[src/rtl/coms_pkg.sv]
package coms_pkg;

	//////////////////////////////
	// protocol constants
	//////////////////////////////

	// request frames seen by the motor board
	localparam logic [31:0] STATUS_REQ_MAGIC   = 32'hDABBAD00;
	localparam logic [31:0] SETPOINT_MAGIC     = 32'hB16B00B5;
	localparam logic [31:0] CONTROL_MODE_MAGIC = 32'hBAADA555;

	// reply frame sent back for a status request
	localparam logic [31:0] STATUS_MAGIC       = 32'h1CEB00DA;

	localparam int MAGIC_LEN        = 4;
	localparam int CRC_LEN          = 2;

	// magic, id, crc
	localparam int STATUS_REQ_LEN   = 7;
	// magic, id, setpoint msb first, crc
	localparam int SETPOINT_LEN     = 11;
	// magic, id, mode, crc
	localparam int CONTROL_MODE_LEN = 8;
	// magic, id, position, velocity, displacement, current, crc
	localparam int STATUS_LEN       = 21;

	// crc-16 x^16+x^15+x^2+1, register preset, no final xor
	localparam logic [15:0] CRC_INIT = 16'hFFFF;

	localparam logic [7:0] ACK_BYTE  = 8'hFF;
	localparam logic [7:0] NACK_BYTE = 8'h00;

	//////////////////////////////
	// shared types
	//////////////////////////////

	typedef enum logic [1:0] {
		KIND_NONE,
		KIND_STATUS_REQ,
		KIND_SETPOINT,
		KIND_CONTROL_MODE
	} frame_kind_t;

	// one collected payload word, read according to the frame kind
	typedef union packed {
		logic signed [31:0] setpoint;
		struct packed {
			logic [7:0]  mode;
			logic [23:0] unused;
		} ctrl;
	} cmd_payload_u;

	typedef struct packed {
		frame_kind_t  kind;
		logic         crc_good;
		cmd_payload_u payload;
	} rx_verdict_t;

	// field order matches the byte order of the status frame
	typedef struct packed {
		logic signed [31:0] position;
		logic signed [31:0] velocity;
		logic signed [31:0] displacement;
		logic [15:0]        current;
	} motor_status_t;

endpackage
[src/rtl/motor_coms.sv]
`timescale 1ns/1ps

module motor_coms (
	input  logic                    CLK,
	input  logic                    reset,
	input  logic                    rx_valid,
	input  logic [7:0]              rx_data,
	input  logic [7:0]              motor_id,
	input  coms_pkg::motor_status_t status,
	input  logic                    tx_ready,
	output logic                    tx_valid,
	output logic [7:0]              tx_data,
	output logic signed [31:0]      setpoint,
	output logic [7:0]              control_mode
);

	// verdict channel between receive and reply sides
	logic                  verdict_valid;
	logic                  verdict_ready;
	coms_pkg::rx_verdict_t verdict;

	frame_receiver i_frame_receiver (
		.CLK           (CLK),
		.reset         (reset),
		.rx_valid      (rx_valid),
		.rx_data       (rx_data),
		.verdict_ready (verdict_ready),
		.verdict_valid (verdict_valid),
		.verdict       (verdict)
	);

	reply_sender i_reply_sender (
		.CLK           (CLK),
		.reset         (reset),
		.verdict_valid (verdict_valid),
		.verdict       (verdict),
		.motor_id      (motor_id),
		.status        (status),
		.tx_ready      (tx_ready),
		.verdict_ready (verdict_ready),
		.tx_valid      (tx_valid),
		.tx_data       (tx_data),
		.setpoint      (setpoint),
		.control_mode  (control_mode)
	);

endmodule

[src/rtl/reply_sender.sv]
`timescale 1ns/1ps

module reply_sender (
	input  logic                    CLK,
	input  logic                    reset,
	input  logic                    verdict_valid,
	input  coms_pkg::rx_verdict_t   verdict,
	input  logic [7:0]              motor_id,
	input  coms_pkg::motor_status_t status,
	input  logic                    tx_ready,
	output logic                    verdict_ready,
	output logic                    tx_valid,
	output logic [7:0]              tx_data,
	output logic signed [31:0]      setpoint,
	output logic [7:0]              control_mode
);

	// status frame bytes ahead of the crc
	localparam int BODY_END = coms_pkg::STATUS_LEN - coms_pkg::CRC_LEN;

	typedef enum logic [1:0] {
		ST_START,
		ST_IDLE,
		ST_SEND
	} state_t;

	state_t                  state;
	logic [4:0]              byte_idx;
	logic                    status_reply;
	logic [7:0]              single_byte;
	logic [8*BODY_END-1:0]   status_frame;
	logic [15:0]             crc;
	logic                    take_verdict;
	logic                    tx_done;
	logic                    crc_update;
	logic                    good;

	assign verdict_ready = (state == ST_IDLE);
	assign tx_valid      = (state == ST_SEND);
	assign take_verdict  = verdict_valid && verdict_ready;
	assign tx_done       = tx_valid && tx_ready;
	assign good          = verdict.crc_good;

	//////////////////////////////
	// reply byte select
	//////////////////////////////

	assign status_frame = {coms_pkg::STATUS_MAGIC, motor_id, status};

	always_comb begin
		if (!status_reply)
			tx_data = single_byte;
		else if (byte_idx < 5'(BODY_END))
			tx_data = status_frame[8 * (BODY_END - 1 - byte_idx) +: 8];
		else if (byte_idx == 5'(BODY_END))
			tx_data = crc[15:8];
		else
			tx_data = crc[7:0];
	end

	// crc covers id and status fields only
	assign crc_update = tx_done && status_reply &&
		(byte_idx >= 5'(coms_pkg::MAGIC_LEN)) && (byte_idx < 5'(BODY_END));

	//////////////////////////////
	// sequencing
	//////////////////////////////

	always_ff @(posedge CLK or posedge reset) begin
		if (reset) begin
			state        <= ST_START;
			byte_idx     <= '0;
			status_reply <= 1'b0;
			setpoint     <= '0;
			control_mode <= '0;
		end else begin
			case (state)
				ST_START: begin
					state <= ST_IDLE;
				end
				ST_IDLE: begin
					if (verdict_valid) begin
						state        <= ST_SEND;
						byte_idx     <= '0;
						status_reply <= good &&
							(verdict.kind == coms_pkg::KIND_STATUS_REQ);
						// commands take effect on the handshake edge
						if (good && verdict.kind == coms_pkg::KIND_SETPOINT)
							setpoint <= verdict.payload.setpoint;
						if (good && verdict.kind == coms_pkg::KIND_CONTROL_MODE)
							control_mode <= verdict.payload.ctrl.mode;
					end
				end
				ST_SEND: begin
					if (tx_ready) begin
						if (status_reply && byte_idx != 5'(coms_pkg::STATUS_LEN - 1))
							byte_idx <= byte_idx + 5'd1;
						else
							state <= ST_IDLE;
					end
				end
				default: begin
					state <= ST_IDLE;
				end
			endcase
		end
	end

	always_ff @(posedge CLK) begin
		if (take_verdict)
			single_byte <= good ? coms_pkg::ACK_BYTE : coms_pkg::NACK_BYTE;
	end

	crc16_accum i_crc (
		.CLK    (CLK),
		.reset  (reset),
		.clear  (take_verdict),
		.update (crc_update),
		.data   (tx_data),
		.crc    (crc)
	);

	// also relies on motor_id and status being held by the outside
	a_tx_hold: assert property (@(posedge CLK) disable iff (reset)
		(tx_valid && !tx_ready) |=> (tx_valid && $stable(tx_data)));

endmodule

[src/rtl/frame_receiver.sv]
`timescale 1ns/1ps

module frame_receiver (
	input  logic                  CLK,
	input  logic                  reset,
	input  logic                  rx_valid,
	input  logic [7:0]            rx_data,
	input  logic                  verdict_ready,
	output logic                  verdict_valid,
	output coms_pkg::rx_verdict_t verdict
);

	logic [31:0]           hunt;
	coms_pkg::frame_kind_t match_kind;
	coms_pkg::frame_kind_t kind_q;
	coms_pkg::frame_kind_t cur_kind;
	logic [2:0]            cur_len;
	logic [2:0]            body_cnt;
	logic [1:0]            pay_idx;
	logic [31:0]           payload_word;
	logic                  crc_hi_ok;
	logic [15:0]           crc;
	logic                  rx_accept;
	logic                  body_byte;
	logic                  crc_update;
	logic                  crc_hi_byte;
	logic                  last_byte;

	// bytes after the magic number, crc included
	function automatic logic [2:0] body_len(coms_pkg::frame_kind_t kind);
		case (kind)
			coms_pkg::KIND_STATUS_REQ:
				body_len = 3'(coms_pkg::STATUS_REQ_LEN - coms_pkg::MAGIC_LEN);
			coms_pkg::KIND_SETPOINT:
				body_len = 3'(coms_pkg::SETPOINT_LEN - coms_pkg::MAGIC_LEN);
			coms_pkg::KIND_CONTROL_MODE:
				body_len = 3'(coms_pkg::CONTROL_MODE_LEN - coms_pkg::MAGIC_LEN);
			default:
				body_len = 3'd0;
		endcase
	endfunction

	//////////////////////////////
	// magic number hunt
	//////////////////////////////

	always_comb begin
		case (hunt)
			coms_pkg::STATUS_REQ_MAGIC:   match_kind = coms_pkg::KIND_STATUS_REQ;
			coms_pkg::SETPOINT_MAGIC:     match_kind = coms_pkg::KIND_SETPOINT;
			coms_pkg::CONTROL_MODE_MAGIC: match_kind = coms_pkg::KIND_CONTROL_MODE;
			default:                      match_kind = coms_pkg::KIND_NONE;
		endcase
	end

	// a match counts at once, so a byte right behind the magic is body
	assign cur_kind  = (kind_q != coms_pkg::KIND_NONE) ? kind_q : match_kind;
	assign cur_len   = body_len(cur_kind);

	// bytes are dropped while a verdict waits
	assign rx_accept   = rx_valid && !verdict_valid;
	assign body_byte   = rx_accept && (cur_kind != coms_pkg::KIND_NONE);
	assign crc_update  = body_byte && (body_cnt < cur_len - 3'd2);
	assign crc_hi_byte = body_byte && (body_cnt == cur_len - 3'd2);
	assign last_byte   = body_byte && (body_cnt == cur_len - 3'd1);

	// payload byte k lands at bits 31-8k, so a mode byte ends up on top
	assign pay_idx = body_cnt[1:0] - 2'd1;

	always_ff @(posedge CLK or posedge reset) begin
		if (reset) begin
			hunt          <= '0;
			kind_q        <= coms_pkg::KIND_NONE;
			body_cnt      <= '0;
			verdict_valid <= 1'b0;
		end else begin
			if (last_byte) begin
				hunt     <= '0;
				kind_q   <= coms_pkg::KIND_NONE;
				body_cnt <= '0;
			end else begin
				kind_q <= cur_kind;
				if (body_byte)
					body_cnt <= body_cnt + 3'd1;
				else if (rx_accept)
					hunt <= {hunt[23:0], rx_data};
			end

			if (verdict_valid && verdict_ready)
				verdict_valid <= 1'b0;
			else if (last_byte)
				verdict_valid <= 1'b1;
		end
	end

	//////////////////////////////
	// payload and crc compare
	//////////////////////////////

	always_ff @(posedge CLK) begin
		if (crc_update && body_cnt != 3'd0)
			payload_word[{~pay_idx, 3'b000} +: 8] <= rx_data;
		if (crc_hi_byte)
			crc_hi_ok <= (rx_data == crc[15:8]);
		if (last_byte) begin
			verdict.kind     <= cur_kind;
			verdict.crc_good <= crc_hi_ok && (rx_data == crc[7:0]);
			verdict.payload  <= payload_word;
		end
	end

	// register restarts when the frame closes, ready for the next one
	crc16_accum i_crc (
		.CLK    (CLK),
		.reset  (reset),
		.clear  (last_byte),
		.update (crc_update),
		.data   (rx_data),
		.crc    (crc)
	);

	a_body_cnt_bound: assert property (@(posedge CLK) disable iff (reset)
		(kind_q != coms_pkg::KIND_NONE) |-> (body_cnt < body_len(kind_q)));

endmodule

[src/rtl/crc16_accum.sv]
`timescale 1ns/1ps

module crc16_accum (
	input  logic        CLK,
	input  logic        reset,
	input  logic        clear,
	input  logic        update,
	input  logic [7:0]  data,
	output logic [15:0] crc
);

	localparam logic [15:0] POLY = 16'h8005;

	logic [15:0] crc_next;

	// eight serial steps, data msb shifted in first
	always_comb begin
		crc_next = crc;
		for (int i = 7; i >= 0; i--) begin
			if (crc_next[15] ^ data[i])
				crc_next = {crc_next[14:0], 1'b0} ^ POLY;
			else
				crc_next = {crc_next[14:0], 1'b0};
		end
	end

	always_ff @(posedge CLK or posedge reset) begin
		if (reset)
			crc <= coms_pkg::CRC_INIT;
		else if (clear)
			crc <= coms_pkg::CRC_INIT;
		else if (update)
			crc <= crc_next;
	end

	// the owning FSM never restarts and advances in the same cycle
	a_clear_update_excl: assert property (@(posedge CLK) disable iff (reset)
		!(clear && update));

endmodule

[config.mk]
export PLATFORM = sky130hd
export DESIGN_NAME = motor_coms
export DESIGN_NICKNAME = d
export VERILOG_FILES = /design/src/rtl/coms_pkg.sv /design/src/rtl/motor_coms.sv /design/src/rtl/reply_sender.sv /design/src/rtl/frame_receiver.sv /design/src/rtl/crc16_accum.sv
export SDC_FILE = /design/constraint.sdc
export NUM_CORES = 1
export LEC_CHECK = 0
export ABC_AREA = 1
export BUFFER_PORTS_ARGS = -buffer_cell sky130_fd_sc_hd__buf_2
export CAP_MARGIN = 20
export CORE_MARGIN = 1.5
export CORE_UTILIZATION = 30
export DETAILED_ROUTE_END_ITERATION = 12
export GPL_ROUTABILITY_DRIVEN = 0
export GPL_TIMING_DRIVEN = 0
export MAX_ROUTING_LAYER = met4
export PLACE_DENSITY_LB_ADDON = 0.2
export SYNTH_ARGS = -nofsm -noshare
export SYNTH_HDL_FRONTEND = slang
export SYNTH_SLANG_ARGS = --single-unit
[constraint.sdc]
create_clock -name CLK -period 7.2 [get_ports CLK]
set_input_delay 1.44 -clock CLK [delete_from_list [all_inputs] [get_ports CLK]]
set_output_delay 1.44 -clock CLK [all_outputs]
set_load 0.05 [all_outputs]
* After elaboration in Yosys (flattened, before gate mapping)
Index checks and enable logic that the tools add are counted. Widths: inputs -> output; s select.
Word-level totals: logic and storage cells 161, register bits 194, input bits 132
Operators by class: mux-type cells 44, magnitude comparators 3, $add $sub $neg 7, shifts and indexed selects 3, bitwise logic cells 33, reduce and logical (&&, ||, !) cells 32, eq/ne operators 22
Operator list (number):
- $mux 16 | 20
- $shiftx 152x33->8 | 1
- $eq 32x32->1 const B | 3
- $mux 32 | 3
- $not 3->3 | 16
- $bwmux 32 | 1
- $mux 8 | 4
- $shift 8x7->32 const A | 1
- $shiftx 8x7->32 | 1
- $eq 8x8->1 | 2
- $logic_and 1x1->1 | 16
- $reduce_bool 2->1 | 8
- $xor 1x1->1 | 16
- $mux 5 | 3
- $eq 2x2->1 const B | 5
- $mux 2 | 5
- $ne 2x2->1 const B | 5
- $pmux 5 s2 | 1
- $pmux 3 s3 | 1
- $reduce_and 3->1 | 3
- $neg 5->7 | 1
- $eq 2x1->1 const B | 3
- $eq 3x3->1 | 2
- $mux 3 | 2
- other kinds (19) | 21

* Longest topological paths before layout
Gate-level depths: netlist of run 1.
depth in word-level cells 22, depth in mapped cells 33, gate-level depth less buffers 30

* Modules after synthesis
Synthesis of run 1 repeated with hierarchy kept, for this count alone.
Unflattened totals: cell total of the unflattened synthesis 1197, area total of the unflattened synthesis 10406.2 um^2
By module, submodules not included:
- frame_receiver | area an instance 4424.2 um^2, cells each 399, instances 1, seq. area each 2992.9 um^2
- reply_sender | area an instance 3774.9 um^2, cells each 532, instances 1, seq. area each 1231.2 um^2
- crc16_accum | area an instance 1103.6 um^2, cells each 133, instances 2, seq. area each 420.4 um^2

* Worst setup path before layout of run 1
Ideal clock, no wire load.
path type register to register, start point register i_frame_receiver.hunt[9], end point register i_frame_receiver.i_crc.crc[4], setup slack 2085 ps, required time 7100 ps, stages on the path, launching flop included 17, clock period less this slack 5115 ps, data arrival time 5016 ps, path through dfrtp_1 -> nor4_1 -> nand2_1 -> or4_1 -> o41ai_1 -> nand2_1 -> nand2_1 -> inv_1 -> ha_1 -> ha_1 -> nor2_1 -> inv_1 -> nor2_1 -> nor2_1 -> nor2_1 -> clkbuf_1 -> a32oi_1
On the way: cells in the longest elaborated chain, start to end 9
Ends and longest elaborated chain:
- start: declaration | RTL line frame_receiver.sv:13 | logic [31:0] hunt;
- start signal: assignment | RTL line frame_receiver.sv:86 | hunt <= {hunt[23:0], rx_data};
- $eq 32x32->1 | RTL line frame_receiver.sv:48 | case (hunt)
- $pmux 2 s3 * | RTL line frame_receiver.sv:48
- $mux 2 * | RTL line frame_receiver.sv:57 | assign cur_kind = (kind_q != coms_pkg::KIND_NONE) ? kind_q : match_kind;
- net i_frame_receiver.cur_kind[0] | RTL line frame_receiver.sv:16 | coms_pkg::frame_kind_t cur_kind;
- $eq 2x2->1 / $eq 2x1->1 (equally long branches) | RTL line frame_receiver.sv:31 | case (kind)
- $pmux 3 s3 | RTL line frame_receiver.sv:31
- $sub 3x1->3 | RTL line frame_receiver.sv:65 | assign last_byte = body_byte && (body_cnt == cur_len - 3'd1);
- $eq 3x3->1 | RTL line frame_receiver.sv:65
- $logic_and 1x1->1 * | RTL line frame_receiver.sv:65
- net i_frame_receiver.i_crc.clear | RTL line crc16_accum.sv:6 | input logic clear,
- $mux 16 / $reduce_bool 2->1 (equally long branches)
- end signal: assignment | RTL line crc16_accum.sv:29 | crc <= coms_pkg::CRC_INIT;
- end signal: assignment | RTL line crc16_accum.sv:31 | crc <= coms_pkg::CRC_INIT;
- end signal: assignment | RTL line crc16_accum.sv:33 | crc <= crc_next;
- end: declaration | RTL line crc16_accum.sv:9 | output logic [15:0] crc
The timed path passes the listed nets; every way through them passes the cells marked *. A chain may end at the register's enable or synchronous reset.

* Worst setup path after layout of run 1
start point register i_reply_sender.byte_idx[0], end point output port tx_data[0]
On the way: cells in the longest elaborated chain, start to end 4
Ends and longest elaborated chain:
- start: declaration | RTL line reply_sender.sv:28 | logic [4:0] byte_idx;
- start signal: assignment | RTL line reply_sender.sv:97 | byte_idx <= byte_idx + 5'd1;
- $sub 5x5->6 / $eq 5x5->1 (equally long branches) | RTL line reply_sender.sv:54, reply_sender.sv:55
- $shiftx 152x33->8 / $mux 8 (equally long branches) | RTL line reply_sender.sv:54, reply_sender.sv:55
- $mux 8 * | RTL line reply_sender.sv:53 | else if (byte_idx < 5'(BODY_END))
- $mux 8 * | RTL line reply_sender.sv:51 | if (!status_reply)
- end: declaration | RTL line motor_coms.sv:12 | output logic [7:0] tx_data,
Every way passes the cells marked *; elsewhere a longest branch is shown, timed or not.

==> results of run 1 <==
-- routing by layer --
metal / share of wire, % / wire length, um / up-vias / GRT usage, %
met5: 0 / 0 / - / -
met4: 2.0 / 537 / 0 / 5.31
met3: 4.5 / 1230 / 36 / 2.78
met2: 48 / 13000 / 227 / 28.0
met1: 46 / 12400 / 3880 / 22.1
li1: - / - / 4020 / -
-- kinds of logic after synthesis --
logic type | Yosys count | synth area share, %
AO/OA/AOI/OAI | 154 | 9.33
XOR/XNOR | 25 | 2.41
adder cells (fa/ha/maj) | 12 | 1.54
buffers and inverters | 168 | 7.23
flip-flops | 187 | 52.1
multiplexers | 24 | 2.78
AND/OR/NAND/NOR | 500 | 24.6
-- where the power goes --
part	switching, mW	internal, mW
clock	0.434	0.453
sequential	0.170	1.47
combinational	2.13	0.930
total	2.73	2.85
-- cell usage in the layout (no fill, tap or decap), drive strengths merged, types with 2 or more instances in the layout --
cell type	netlist	final
o22ai	43	43
edfxtp	69	69
o211ai	2	2
xnor2	7	7
nand2	237	237
ha	12	12
nor2	113	113
clkinv	1	6
dfrtp	86	86
inv	131	138
o22a	2	2
nand4	22	22
nand3b	4	4
a22oi	8	8
buf	24	206
xor2	18	18
a21oi	37	37
nand3	101	101
a221oi	2	2
dfstp	32	32
o41ai	2	2
o32ai	2	2
nor3	5	5
clkbuf	12	31
a31oi	3	3
mux2	24	24
o21ai	48	48
nor3b	3	3
nor4	12	12
-- worst max-delay path, delay by kind of cell, from the launching register on --
family | cells | cell delay (ns)
buf+inv | 8 | 1.82
compound gates | 4 | 0.54
flops | 1 | 0.39
simple gates | 3 | 0.34
fa+ha+maj | 1 | 0.26
-- worst max path at each step --
stage                     slack, ns  cells past startpoint                                         to
after floorplan                2.08                     16  i_frame_receiver.i_crc.crc[4]$_DFFE_PP1P_
after global placement         0.12                     16  i_frame_receiver.i_crc.crc[4]$_DFFE_PP1P_
after detailed placement       2.44                     16                                 tx_data[0]
after CTS                      1.95                     16                                 tx_data[0]
after global routing           1.71                     16                                 tx_data[0]
final                          1.98                     16                                 tx_data[0]
-- flip-flops by register name, indices dropped and copies added (netlist names) --
register,cells
i_frame_receiver.body_cnt,3
i_frame_receiver.payload_word,32
i_frame_receiver.i_crc.crc,16
i_reply_sender.i_crc.crc,16
i_frame_receiver.hunt,32
i_reply_sender.status_reply,1
i_frame_receiver.kind_q,2
i_reply_sender.single_byte,1
i_reply_sender.setpoint,32
i_frame_receiver.verdict,35
i_frame_receiver.verdict_valid,1
i_frame_receiver.crc_hi_ok,1
i_reply_sender.state,2
i_reply_sender.control_mode,8
i_reply_sender.byte_idx,5
-- area by class of cell --
type,instances,area share (%)
clock inverter,13,0.949
clock buffer,19,3.69
multi-input combinational,715,33.8
antenna,1,0.0213
buffer,36,1.73
inverter,132,4.31
sequential,187,43.2
tap,402,4.29
timing repair buffer,182,8.08
-- metrics by stage --
stage,util [%],power [mW]
finish,37.0,5.58
global route,37.0,6.03
CTS,37.0,5.63
detailed placement,35.3,4.72
global placement,35.1,4.69
floorplan,-,3.93
==> metrics.json, run 1 <==
{
  "outcome": {
    "status": "complete, no violations"
  },
  "synthesis": {
    "synth.top_cells.by_area": "sky130_fd_sc_hd__dfrtp_1, sky130_fd_sc_hd__edfxtp_1, sky130_fd_sc_hd__dfstp_2",
    "synth-seq-cells": 187,
    "cell_type_with_the_highest_aggregate_area_in_the_netlist": "sky130_fd_sc_hd__dfrtp_1",
    "synthesis.area_per_instance_um2": 9.09,
    "synth_warnings": 0,
    "postSynth.topFlopCell": "sky130_fd_sc_hd__dfrtp_1",
    "synth.net_count": 1214,
    "yosysMostFrequentCell": "sky130_fd_sc_hd__nand2_1",
    "netlist-cell-type-count": 54,
    "netlist_instances": 1070,
    "post-synth-top-area-fraction_pct": 22.1,
    "synth-async-reset-ratio_pct": 63.1,
    "syn_area_um2": 9720,
    "post_synth_most_frequent_cells": "sky130_fd_sc_hd__nand2_1, sky130_fd_sc_hd__inv_1, sky130_fd_sc_hd__nor2_1",
    "seq_area_frac_synth_pct": 52.1,
    "synth-edff-count": 69
  },
  "clocking": {
    "numCtsBuffers": 17,
    "cts.reportedPaths.clkPinSlew_ns": 0.07,
    "post_cts_buffers": 0,
    "number_of_gates_resized_after_cts": 0,
    "holdBufCountCts": 0,
    "cts_num_sinks": 187,
    "number_of_buffers_between_clock_root_and_the_deepest_sink": 2,
    "htree_num_levels": 4,
    "clk_latency_ns": 0.44,
    "clock_root_buffer": "sky130_fd_sc_hd__clkbuf_16",
    "cts_tree": "yes"
  },
  "detailed_routing": {
    "via_cell_ratio": 4.84,
    "vias": 8163,
    "routed_wirelength_um": 27100,
    "drtPass1Iterations": 5,
    "initialDrtViolationCount": 541,
    "detail_route.drc_violations": 0,
    "antenna_violating_nets_post_route": 0,
    "wl_per_cell_um": 16.1
  },
  "timing": {
    "layout_setup_ws_ns": 1.98,
    "final-hold-violation-count": 0,
    "grt_setup_unrepaired": "no",
    "finalSetupViolCount": 0,
    "layout_worst_path_cycle_share_pct": 72.5,
    "maxSlewViolCount": 0,
    "hold_slack_ns": 0.414,
    "worst_clock_skew_ns": 0.0147,
    "fin_crit_ns": 5.22,
    "finalSetupTns_ns": 0,
    "slew_headroom_pct": 44.1,
    "fmax_mhz": 191,
    "worst_slew_pin_slew_ns": 0.835
  },
  "placed_design": {
    "numPlacedInstances": 1654,
    "dpl-instance-area_um2": 11200,
    "place_ws_ns": 2.44,
    "buffer_ports.inserted": 180,
    "detailedPlacementHpwl_um": 20200
  },
  "final_layout": {
    "register_area_um2": 5060,
    "area_growth_syn_to_layout_pct": 20.7,
    "final_cells": 1687,
    "nets": 1415,
    "fillerInstances": 3292,
    "multi_input_area_um2": 3960,
    "drive_above_1_share_pct": 27.9,
    "cell_area_after_layout_um2": 11700
  },
  "floorplanning": {
    "num_rows": 65,
    "core_area_um2": 31700,
    "start_util_pct": 30.7,
    "design.die.area_um2": 33500,
    "die_w_um": 183,
    "floorplan.die.height_um": 183,
    "io_pins": 181
  },
  "global_route": {
    "grt_pass1_wl_um": 43400,
    "gr-usage-all-layers_pct": 17.2,
    "globalRoute.totalOverflow": 0,
    "initial_antenna_violation_count": 1,
    "grt_start_max_net_pins": 64,
    "vias_in_the_first_global_route": 8105
  },
  "setup_path": {
    "crit-reg2reg-launch": "i_frame_receiver.hunt[9]$_DFFE_PP0P_",
    "timing.reg2reg.worst_path_depth": 13,
    "critical_path_required_ns": 5.76,
    "reg2reg_slack_ns": 2.74,
    "crit_fanout": 10,
    "critical_path.startpoint_type": "flop",
    "crit_path_end_kind": "output pin",
    "crit_path_max_incr_delay_ns": 0.39,
    "cp-startpoint": "i_reply_sender.byte_idx[0]$_DFFE_PP0P_",
    "timing.critical_path.cells": "buf_2 > inv_1 > buf_2 > ha_1 > buf_4 > inv_2 > buf_4 > buf_2 > nand3_1 > nand3_1 > o22a_1 > o21ai_0 > a21oi_1 > o21ai_0 > nand2_1 > buf_2",
    "arrival_ns": 3.78,
    "timing.rr.end": "i_frame_receiver.payload_word[19]$_DFFE_PP_",
    "cp_common_cell": "sky130_fd_sc_hd__buf_2",
    "cell_with_the_largest_stage_delay_on_the_worst_path": "sky130_fd_sc_hd__dfrtp_1",
    "timing.setup.critical_path_class": "flop to output pin"
  },
  "power_and_ir_drop": {
    "worst_ir_drop_vdd_v": 0.000279,
    "powerDensity_nw_per_um2": 476,
    "leakagePower_nw": 5.45
  },
  "job": {
    "drv.max_cap_violation_count": 0
  },
  "worst_hold_path": {
    "min_delay_src": "i_frame_receiver.payload_word[13]$_DFFE_PP_",
    "worst_hold_path.endpoint": "i_frame_receiver.verdict[13]$_DFFE_PP_",
    "min-delay-path-class": "flop to flop",
    "timing.hold.worst_path_depth": 0
  }
}
(Power assumes the default switching activity.)
==> run 2, diff against run 1 <==
ABC_AREA = 0   (was 1)
clock period = 4.85 ns   (was 7.2 ns; I/O delays follow)
==> run 2 against run 1 <==
Net effect:
- synthesized area down 0.13%
- count of clock-buffer cells in the layout unchanged
- total power up 11%
- global-route usage down 1.2 points
- hold slack better by 0.0039 ns
- critical path type is now flop to flop
- largest power group unchanged
==> metrics.json, run 2 <==
{
  "clocking": {
    "cts.reportedPaths.clkPinSlew": {"value": 0.08, "unit": "ns", "change": "about the same"},
    "cts_tree": "yes",
    "clock_root_buffer": "sky130_fd_sc_hd__clkbuf_16",
    "clk_latency": {"value": 0.44, "unit": "ns", "change": "about the same"},
    "number_of_buffers_between_clock_root_and_the_deepest_sink": {"value": 2, "change": "unchanged"},
    "numCtsBuffers": {"value": 17, "change": "unchanged"},
    "htree_num_levels": {"value": 4, "change": "unchanged"},
    "cts_num_sinks": {"value": 187, "change": "unchanged"}
  },
  "setup_path": {
    "timing.setup.critical_path_class": "flop to flop",
    "critical_path.top_delay_family": "simple AND/OR/NAND/NOR gates",
    "cp_common_cell": "sky130_fd_sc_hd__ha_1",
    "crit_fanout": {"value": 8, "change": "-2"},
    "cell_with_the_largest_stage_delay_on_the_worst_path": "sky130_fd_sc_hd__nor2_1",
    "crit_path_max_incr_delay": {"value": 0.66, "unit": "ns", "change": "+0.27 ns"},
    "critical_path_required": {"value": 4.91, "unit": "ns", "change": "-0.85 ns"},
    "timing.reg2reg.worst_path_depth": {"value": 12, "change": "-1"},
    "critical_path.startpoint_type": "flop",
    "timing.critical_path.cells": "nand3_1 > or4b_2 > or3_1 > o41ai_1 > a31oi_1 > ha_1 > ha_1 > nor2b_1 > o21a_1 > nor3_1 > o21ai_0 > nor2_1",
    "arrival": {"value": 4.73, "unit": "ns", "change": "+0.95 ns"},
    "crit_path_end_kind": "flop",
    "cp.depth": {"value": 12, "change": "-4"},
    "critPathBufInv": {"value": 0, "change": "-8"}
  },
  "timing": {
    "grt_setup_unrepaired": "yes",
    "maxSlewViolCount": {"value": 0, "change": "unchanged"},
    "worst_slew_pin_slew": {"value": 0.878, "unit": "ns", "change": "+0.0423 ns"},
    "layout_worst_path_cycle_share_pct": 96.2,
    "finalSetupViolCount": {"value": 0, "change": "unchanged"},
    "final-hold-violation-count": {"value": 0, "change": "unchanged"},
    "fin_crit_ns": 4.67,
    "finalSetupTns": {"value": 0, "unit": "ns", "change": "unchanged"},
    "slew_headroom": {"value": 41.0, "unit": "%", "change": "-3.1 points"},
    "worst_clock_skew": {"value": 0.0206, "unit": "ns", "change": "+0.00583 ns"},
    "fmax_mhz": 214,
    "layout_setup_ws": {"value": 0.183, "unit": "ns", "change": "-1.79 ns"}
  },
  "synthesis": {
    "syn_area": {"value": 9710, "unit": "um2", "change": "-0.13%"},
    "synth-async-reset-ratio": {"value": 63.1, "unit": "%", "change": "unchanged"},
    "synth.top_cells.by_area": "sky130_fd_sc_hd__dfrtp_1, sky130_fd_sc_hd__edfxtp_1, sky130_fd_sc_hd__dfstp_2",
    "yosysMostFrequentCell": "sky130_fd_sc_hd__dfrtp_1",
    "synth_warnings": {"value": 0, "change": "unchanged"},
    "postSynth.topFlopCell": "sky130_fd_sc_hd__dfrtp_1",
    "seq_area_frac_synth": {"value": 52.2, "unit": "%", "change": "+0.067 points"},
    "netlist-cell-type-count": {"value": 89, "change": "+65%"},
    "synth-seq-cells": {"value": 187, "change": "unchanged"},
    "synth.net_count": {"value": 953, "change": "-21%"},
    "synthesis.area_per_instance": {"value": 12.0, "unit": "um2", "change": "+32%"},
    "post_synth_most_frequent_cells": "sky130_fd_sc_hd__dfrtp_1, sky130_fd_sc_hd__edfxtp_1, sky130_fd_sc_hd__mux2_2",
    "netlist_instances": {"value": 809, "change": "-24%"},
    "post-synth-top-area-fraction": {"value": 22.2, "unit": "%", "change": "+0.029 points"},
    "synth-edff-count": {"value": 69, "change": "unchanged"},
    "cell_type_with_the_highest_aggregate_area_in_the_netlist": "sky130_fd_sc_hd__dfrtp_1"
  },
  "floorplanning": {
    "die_w": {"value": 183, "unit": "um", "change": "about the same"},
    "num_rows": {"value": 65, "change": "unchanged"},
    "io_pins": {"value": 181, "change": "unchanged"},
    "floorplan.die.height": {"value": 183, "unit": "um", "change": "about the same"},
    "start_util": {"value": 30.6, "unit": "%", "change": "-0.039 points"},
    "core_area": {"value": 31700, "unit": "um2", "change": "unchanged"},
    "design.die.area": {"value": 33500, "unit": "um2", "change": "-0.13%"}
  },
  "final_layout": {
    "post-route-util": {"value": 37.2, "unit": "%", "change": "+0.24 points"},
    "layout.cells.most_common": "sky130_fd_sc_hd__buf_2",
    "multi_input_area": {"value": 4360, "unit": "um2", "change": "+10%"},
    "final_cells": {"value": 1426, "change": "-15%"},
    "nets": {"value": 1155, "change": "-18%"},
    "antenna_cells": {"value": 0, "change": "-1"},
    "area_growth_syn_to_layout_pct": 21.6,
    "regMostFlops": "i_frame_receiver.verdict",
    "largest_register_ffs": {"value": 35, "change": "unchanged"},
    "final_cell_mix": "sky130_fd_sc_hd__buf_2, sky130_fd_sc_hd__dfrtp_1, sky130_fd_sc_hd__edfxtp_1",
    "drive_above_1_share": {"value": 34.3, "unit": "%", "change": "+6.4 points"},
    "register_area": {"value": 5060, "unit": "um2", "change": "unchanged"},
    "fillerInstances": {"value": 3139, "change": "-4.6%"}
  },
  "power_and_ir_drop": {
    "comb_power_share": {"value": 39.7, "unit": "%", "change": "-15 points"},
    "powerDensity": {"value": 527, "unit": "nW/um2", "change": "+11%"},
    "seq_power_share": {"value": 38.4, "unit": "%", "change": "+9.0 points"},
    "power.share.switching": {"value": 39.5, "unit": "%", "change": "-9.4 points"},
    "worst_ir_drop_vdd": {"value": 0.000276, "unit": "V", "change": "-0.79%"},
    "p_sw": {"value": 2.46, "unit": "mW", "change": "-10%"},
    "leakagePower": {"value": 4.77, "unit": "nW", "change": "-12%"},
    "total_power": {"value": 6.22, "unit": "mW", "change": "+11%"},
    "internal_power": {"value": 3.76, "unit": "mW", "change": "+32%"},
    "p_clk_share": {"value": 22.0, "unit": "%", "change": "+6.1 points"}
  },
  "global_route": {
    "vias_in_the_first_global_route": {"value": 7161, "change": "-12%"},
    "globalRoute.totalOverflow": {"value": 0, "change": "unchanged"},
    "grt_start_max_net_pins": {"value": 70, "change": "+9.4%"},
    "initial_antenna_violation_count": {"value": 1, "change": "unchanged"},
    "grt_pass1_wl": {"value": 40400, "unit": "um", "change": "-7.0%"},
    "gr-usage-all-layers": {"value": 16.0, "unit": "%", "change": "-1.2 points"}
  },
  "placed_design": {
    "buffer_ports.inserted": {"value": 180, "change": "unchanged"},
    "numPlacedInstances": {"value": 1393, "change": "-16%"},
    "place_ws": {"value": 0.0399, "unit": "ns", "change": "-2.40 ns"},
    "detailedPlacementHpwl": {"value": 19200, "unit": "um", "change": "-5.3%"}
  },
  "worst_hold_path": {
    "timing.hold.worst_path_depth": {"value": 0, "change": "unchanged"},
    "min-delay-path-class": "flop to flop"
  },
  "job": {
    "drv.max_cap_violation_count": {"value": 0, "change": "unchanged"}
  },
  "detailed_routing": {
    "antenna_violating_nets_post_route": {"value": 0, "change": "unchanged"},
    "vias": {"value": 7187, "change": "-12%"},
    "via_cell_ratio": {"value": 5.04, "change": "+4.2%"},
    "wl_per_cell": {"value": 18.3, "unit": "um", "change": "+14%"},
    "routed_wirelength": {"value": 26000, "unit": "um", "change": "-4.0%"},
    "detail_route.drc_violations": {"value": 0, "change": "unchanged"},
    "initialDrtViolationCount": {"value": 525, "change": "-3.0%"},
    "drtPass1Iterations": {"value": 4, "change": "-1"}
  },
  "outcome": {
    "status": "complete, no violations"
  }
}
-- run 2: cell type report --
cell class	count	share of cell area, %
Clock buffer	19	3.67
Inverter	21	0.720
Multi-Input combinational cell	556	36.9
Sequential cell	187	42.9
Buffer	45	2.06
Tap cell	402	4.26
Clock inverter	13	1.28
Timing Repair Buffer	183	8.23
-- run 2: metal layers --
metal  track usage (%)  vias up  part of all wire, %
li1                  -     3453                    -
met1              21.7     3564                   49
met2              25.4      159                   47
met3              2.60       11                  3.5
met4              3.08        0                 0.69
met5                 -        -                    0
-- run 2: what timing repair did --
item                       4_1_cts  5_1_grt
setup endpoints to repair        3       42
buffers inserted                 1        0
pin swaps                        1        2
hold buffers                     0        0
gates resized for setup          8        6
cloned                           0        1
-- run 2: worst reg2reg max path, cell delays in order (launching register included) --
cell,delay (ns)
sky130_fd_sc_hd__dfrtp_1,0.40
sky130_fd_sc_hd__nand3_1,0.16
sky130_fd_sc_hd__or4b_2,0.65
sky130_fd_sc_hd__or3_1,0.39
sky130_fd_sc_hd__o41ai_1,0.08
sky130_fd_sc_hd__a31oi_1,0.19
sky130_fd_sc_hd__ha_1,0.33
sky130_fd_sc_hd__ha_1,0.29
sky130_fd_sc_hd__nor2b_1,0.14
sky130_fd_sc_hd__o21a_1,0.16
sky130_fd_sc_hd__nor3_1,0.46
sky130_fd_sc_hd__o21ai_0,0.39
sky130_fd_sc_hd__nor2_1,0.66
-- run 2: final timing paths --
kind,from,end,slack (ns)
min in group asynchronous,reset,i_reply_sender.setpoint[20]$_DFFE_PP0P_,0.60
max in group asynchronous,reset,i_frame_receiver.i_crc.crc[2]$_DFFE_PP1P_,3.50
max reg2reg,i_frame_receiver.hunt[21]$_DFFE_PP0P_,i_frame_receiver.payload_word[21]$_DFFE_PP_,0.18
min reg2reg,i_frame_receiver.payload_word[29]$_DFFE_PP_,i_frame_receiver.verdict[29]$_DFFE_PP_,0.42
max,i_frame_receiver.hunt[21]$_DFFE_PP0P_,i_frame_receiver.payload_word[21]$_DFFE_PP_,0.18
min,i_frame_receiver.payload_word[29]$_DFFE_PP_,i_frame_receiver.verdict[29]$_DFFE_PP_,0.42
-- run 2: cells by family (layout without fill, tap and decap cells) --
group / count (synthesis) / after routing / share of synthesized area (%)
and+or+nand+nor: 209 / 210 / 11.8
DFF: 187 / 187 / 52.2
AOI/OAI and AO/OA: 184 / 184 / 15.2
muxes: 97 / 97 / 10.7
buffers and inverters: 67 / 281 / 3.26
xor gates and xnor gates: 53 / 53 / 5.31
adders and majority gates: 12 / 12 / 1.55
-- run 2: per-stage QoR --
step / instance area (um2) / hold WS (ns)
after floorplan: 9710 / 0.400
after global placement: 11100 / 0.403
after detailed placement: 11200 / 0.405
after CTS: 11800 / 0.416
after global routing: 11800 / 0.421
final: 11800 / 0.417
-- run 2: power groups by stage --
stage          Clock [mW]  Sequential [mW]  Combinational [mW]
6_report             1.37             2.39                2.47
5_1_grt              1.47             2.45                2.68
4_1_cts              1.40             2.39                2.48
3_5_place_dp            0             2.42                2.46
3_3_place_gp            0             2.42                2.42
2_1_floorplan           0             2.81                1.43
==> run 3, diff against run 2 <==
CORE_ASPECT_RATIO = 0.5   (was unset)
SYNTH_HIERARCHICAL = 1   (was unset)
==> run 3 against run 2 <==
Net effect:
- wire length rose by 8.8%
- final cell count rose by 6.9%
- utilization rose by 0.17 points
- maximum frequency fell by 0.13%
- sequential share of layout area fell by 2.3 points
- clock skew fell by 0.010 ns
- synthesized cell count rose by 7.0%
- hold slack improved by 0.0046 ns
- critical path depth rose by 1
- sequential power rose by 3%
- worst setup slack got worse by 0.0060 ns
- die area rose by 5.7%
- critical path type is now flop to output pin
- largest cell class unchanged
- largest power group unchanged
==> metrics.json, run 3 <==
{
  "setup_path": {
    "crit_path_max_incr_delay": {"value": 0.39, "unit": "ns", "change": "-0.27 ns"},
    "crit-reg2reg-launch": "i_reply_sender/byte_idx[0]$_DFFE_PP0P_",
    "cell_with_the_largest_stage_delay_on_the_worst_path": "sky130_fd_sc_hd__dfrtp_1",
    "timing.setup.critical_path_class": "flop to output pin",
    "cp_common_cell": "sky130_fd_sc_hd__buf_4",
    "critical_path.startpoint_type": "flop",
    "crit_fanout": {"value": 10, "change": "+2"},
    "cp-startpoint": "i_reply_sender/byte_idx[0]$_DFFE_PP0P_",
    "critPathBufInv": {"value": 7, "change": "+7"},
    "arrival": {"value": 3.70, "unit": "ns", "change": "-1.03 ns"},
    "timing.critical_path.cells": "buf_4 > buf_4 > inv_1 > buf_4 > ha_1 > buf_4 > nor3_1 > clkbuf_4 > nor2b_1 > o21bai_1 > nand4_1 > o21ai_2 > clkbuf_4",
    "critical_path.top_delay_family": "buffers and inverters",
    "crit_path_end_kind": "output pin",
    "critical_path_required": {"value": 3.88, "unit": "ns", "change": "-1.03 ns"}
  },
  "timing": {
    "final-hold-violation-count": {"value": 0, "change": "unchanged"},
    "fmax": {"value": 214, "unit": "MHz", "change": "-0.13%"},
    "fin_crit": {"value": 4.67, "unit": "ns", "change": "+0.00604 ns"},
    "worst_clock_skew": {"value": 0.0102, "unit": "ns", "change": "-0.0104 ns"},
    "finalSetupViolCount": {"value": 0, "change": "unchanged"},
    "grt_setup_unrepaired": "yes",
    "layout_worst_path_cycle_share": {"value": 96.4, "unit": "%", "change": "+0.12 points"},
    "layout_setup_ws": {"value": 0.177, "unit": "ns", "change": "-0.00604 ns"},
    "worst_slew_pin_slew": {"value": 0.790, "unit": "ns", "change": "-0.0873 ns"},
    "slew_headroom": {"value": 47.0, "unit": "%", "change": "+6.0 points"},
    "maxSlewViolCount": {"value": 0, "change": "unchanged"},
    "hold_slack": {"value": 0.422, "unit": "ns", "change": "+0.00460 ns"}
  },
  "placed_design": {
    "buffer_ports.inserted": {"value": 180, "change": "unchanged"},
    "detailedPlacementHpwl": {"value": 21200, "unit": "um", "change": "+11%"},
    "dpl-instance-area": {"value": 11800, "unit": "um2", "change": "+5.2%"},
    "place_ws": {"value": 0.0489, "unit": "ns", "change": "+0.00900 ns"}
  },
  "synthesis": {
    "synthesis.area_per_instance": {"value": 11.8, "unit": "um2", "change": "-1.4%"},
    "cell_type_with_the_highest_aggregate_area_in_the_netlist": "sky130_fd_sc_hd__dfrtp_1",
    "netlist_instances": {"value": 866, "change": "+7.0%"},
    "synth_warnings": {"value": 6, "change": "+6"},
    "synth.net_count": {"value": 1010, "change": "+6.0%"},
    "yosysMostFrequentCell": "sky130_fd_sc_hd__dfrtp_1",
    "post-synth-top-area-fraction": {"value": 21.0, "unit": "%", "change": "-1.2 points"},
    "netlist-cell-type-count": {"value": 88, "change": "-1.1%"},
    "synth-seq-cells": {"value": 187, "change": "unchanged"},
    "syn_area": {"value": 10300, "unit": "um2", "change": "+5.6%"},
    "post_synth_most_frequent_cells": "sky130_fd_sc_hd__dfrtp_1, sky130_fd_sc_hd__nor2_1, sky130_fd_sc_hd__edfxtp_1",
    "synth-edff-count": {"value": 69, "change": "unchanged"},
    "seq_area_frac_synth": {"value": 49.4, "unit": "%", "change": "-2.8 points"},
    "postSynth.topFlopCell": "sky130_fd_sc_hd__dfrtp_1",
    "synth-async-reset-ratio": {"value": 63.1, "unit": "%", "change": "unchanged"},
    "synth.top_cells.by_area": "sky130_fd_sc_hd__dfrtp_1, sky130_fd_sc_hd__edfxtp_1, sky130_fd_sc_hd__dfstp_2"
  },
  "floorplanning": {
    "num_rows": {"value": 47, "change": "-28%"},
    "die_w": {"value": 264, "unit": "um", "change": "+45%"},
    "core_area": {"value": 33300, "unit": "um2", "change": "+5.1%"},
    "floorplan.die.height": {"value": 134, "unit": "um", "change": "-27%"},
    "design.die.area": {"value": 35400, "unit": "um2", "change": "+5.7%"},
    "start_util": {"value": 30.7, "unit": "%", "change": "+0.13 points"},
    "io_pins": {"value": 181, "change": "unchanged"}
  },
  "final_layout": {
    "nets": {"value": 1215, "change": "+5.2%"},
    "layout.cells.most_common": "sky130_fd_sc_hd__buf_2",
    "cell_area_after_layout": {"value": 12500, "unit": "um2", "change": "+5.6%"},
    "antenna_cells": {"value": 0, "change": "unchanged"},
    "multi_input_area": {"value": 4860, "unit": "um2", "change": "+12%"},
    "drive_above_1_share": {"value": 37.7, "unit": "%", "change": "+3.5 points"},
    "area_growth_syn_to_layout": {"value": 21.7, "unit": "%", "change": "about the same"},
    "post-route-util": {"value": 37.4, "unit": "%", "change": "+0.17 points"},
    "largest_register_ffs": {"value": 35, "change": "unchanged"},
    "register_area": {"value": 5060, "unit": "um2", "change": "unchanged"},
    "fillerInstances": {"value": 3251, "change": "+3.6%"},
    "regMostFlops": "i_frame_receiver/verdict",
    "final_cell_mix": "sky130_fd_sc_hd__buf_2, sky130_fd_sc_hd__dfrtp_1, sky130_fd_sc_hd__nor2_1"
  },
  "clocking": {
    "clock_root_buffer": "sky130_fd_sc_hd__clkbuf_16",
    "holdBufCountCts": {"value": 0, "change": "unchanged"},
    "cts.reportedPaths.clkPinSlew": {"value": 0.08, "unit": "ns", "change": "about the same"},
    "cts_num_sinks": {"value": 187, "change": "unchanged"},
    "cts_tree": "yes",
    "clk_latency": {"value": 0.43, "unit": "ns", "change": "about the same"},
    "number_of_buffers_between_clock_root_and_the_deepest_sink": {"value": 2, "change": "unchanged"},
    "htree_num_levels": {"value": 4, "change": "unchanged"},
    "numCtsBuffers": {"value": 17, "change": "unchanged"}
  },
  "power_and_ir_drop": {
    "comb_power_share": {"value": 47.1, "unit": "%", "change": "+7.4 points"},
    "total_power": {"value": 7.33, "unit": "mW", "change": "+18%"},
    "seq_power_share": {"value": 33.5, "unit": "%", "change": "-4.9 points"},
    "power.share.switching": {"value": 41.5, "unit": "%", "change": "+2.0 points"},
    "leakagePower": {"value": 5.27, "unit": "nW", "change": "+11%"},
    "p_clk_share": {"value": 19.3, "unit": "%", "change": "-2.7 points"},
    "powerDensity": {"value": 588, "unit": "nW/um2", "change": "+12%"},
    "internal_power": {"value": 4.29, "unit": "mW", "change": "+14%"},
    "worst_ir_drop_vdd": {"value": 0.000243, "unit": "V", "change": "-12%"},
    "p_sw": {"value": 3.04, "unit": "mW", "change": "+24%"}
  },
  "global_route": {
    "vias_in_the_first_global_route": {"value": 7851, "change": "+9.6%"},
    "gr-usage-all-layers": {"value": 16.8, "unit": "%", "change": "+0.80 points"},
    "grt_start_max_net_pins": {"value": 39, "change": "-44%"},
    "grt_pass1_wl": {"value": 44700, "unit": "um", "change": "+11%"},
    "initial_antenna_violation_count": {"value": 0, "change": "-1"},
    "globalRoute.totalOverflow": {"value": 0, "change": "unchanged"}
  },
  "detailed_routing": {
    "routed_wirelength": {"value": 28300, "unit": "um", "change": "+8.8%"},
    "initialDrtViolationCount": {"value": 612, "change": "+17%"},
    "detail_route.drc_violations": {"value": 0, "change": "unchanged"},
    "vias": {"value": 7614, "change": "+5.9%"},
    "wl_per_cell": {"value": 18.6, "unit": "um", "change": "+1.8%"},
    "antenna_violating_nets_post_route": {"value": 0, "change": "unchanged"},
    "drtPass1Iterations": {"value": 5, "change": "+1"},
    "via_cell_ratio": {"value": 4.99, "change": "-0.94%"}
  },
  "outcome": {
    "status": "complete, no violations"
  },
  "worst_hold_path": {
    "min_delay_src": "i_frame_receiver/payload_word[11]$_DFFE_PP_",
    "min-delay-path-class": "flop to flop"
  },
  "job": {
    "drv.max_cap_violation_count": {"value": 0, "change": "unchanged"}
  }
}
run 3: cell types whose count changed after synthesis, sizes merged, moves of 11 or more:
cell    delta
nor2b     +14
or2       +13
mux2i     -11
a21oi     +21
o22a      -16
nand2b    +12
a211o     +11
nor2      +28
o21ai     +13
clkbuf    -12
xnor2     +14
buf       +14
and2      -26
run 3: final timing paths:
check / to / slack (ns) / depth (start not counted)
worst max-delay path: tx_data[4] / 0.18 / 13
worst min-delay path: i_frame_receiver/verdict[11]$_DFFE_PP_ / 0.42 / 0
worst max register to register: i_reply_sender/i_crc/crc[15]$_DFFE_PP1P_ / 0.32 / 19
worst min register to register: i_frame_receiver/verdict[11]$_DFFE_PP_ / 0.42 / 0
max in group asynchronous: i_frame_receiver/hunt[23]$_DFFE_PP0P_ / 3.55 / 2
min in group asynchronous: i_reply_sender/byte_idx[0]$_DFFE_PP0P_ / 0.65 / 2
run 3: what timing repair did:
action                                 4_1_cts  5_1_grt
endpoints found under the hold margin        0        0
pin swaps                                    0        5
resized for setup                           11       14
setup endpoints to repair                    6        9
buffers inserted                             0        4
run 3: power by group through the flow:
stage	Clock, mW	Sequential [mW]	Combinational (mW)
after floorplan	0	2.85	2.22
after global placement	0	2.48	3.34
after detailed placement	0	2.49	3.39
after CTS	1.47	2.46	3.43
after global routing	1.54	2.51	3.73
final	1.42	2.46	3.46
run 3: cell families (layout without fill, tap and decap cells):
| logic type | after synthesis | in the layout | share of synthesized area (%) |
|---|---|---|---|
| compound gates | 208 | 208 | 15.0 |
| xor+xnor | 74 | 74 | 9.17 |
| fa+ha+maj | 12 | 12 | 1.46 |
| buf+inv | 70 | 288 | 3.83 |
| flops | 187 | 187 | 49.4 |
| mux | 79 | 79 | 8.41 |
| simple gates | 236 | 236 | 12.7 |
run 3: through the flow:
stage               cells  setup TNS (ns)
global route         1525          -0.110
floorplan             866               0
detailed placement   1489               0
CTS                  1521               0
finish               1525               0
global placement     1487          -45.03
run 3: final cells by class:
type                    count  share of cell area [%]
flip-flops and latches    187                    40.6
multi-input cells         609                    39.0
repair buffers            186                    7.91
well taps                 441                    4.42
clock buffers              18                    3.44
plain buffers              48                    2.61
clock inverters            14                    1.37
inverters                  22                   0.662
run 3: per-layer routing:
layer	global-route usage (%)	vias to the layer above	share of wire, %
met3	2.96	22	3.9
met2	27.9	164	50
met5	-	-	0
met1	21.5	3834	45
li1	-	3594	-
met4	3.77	0	1.2
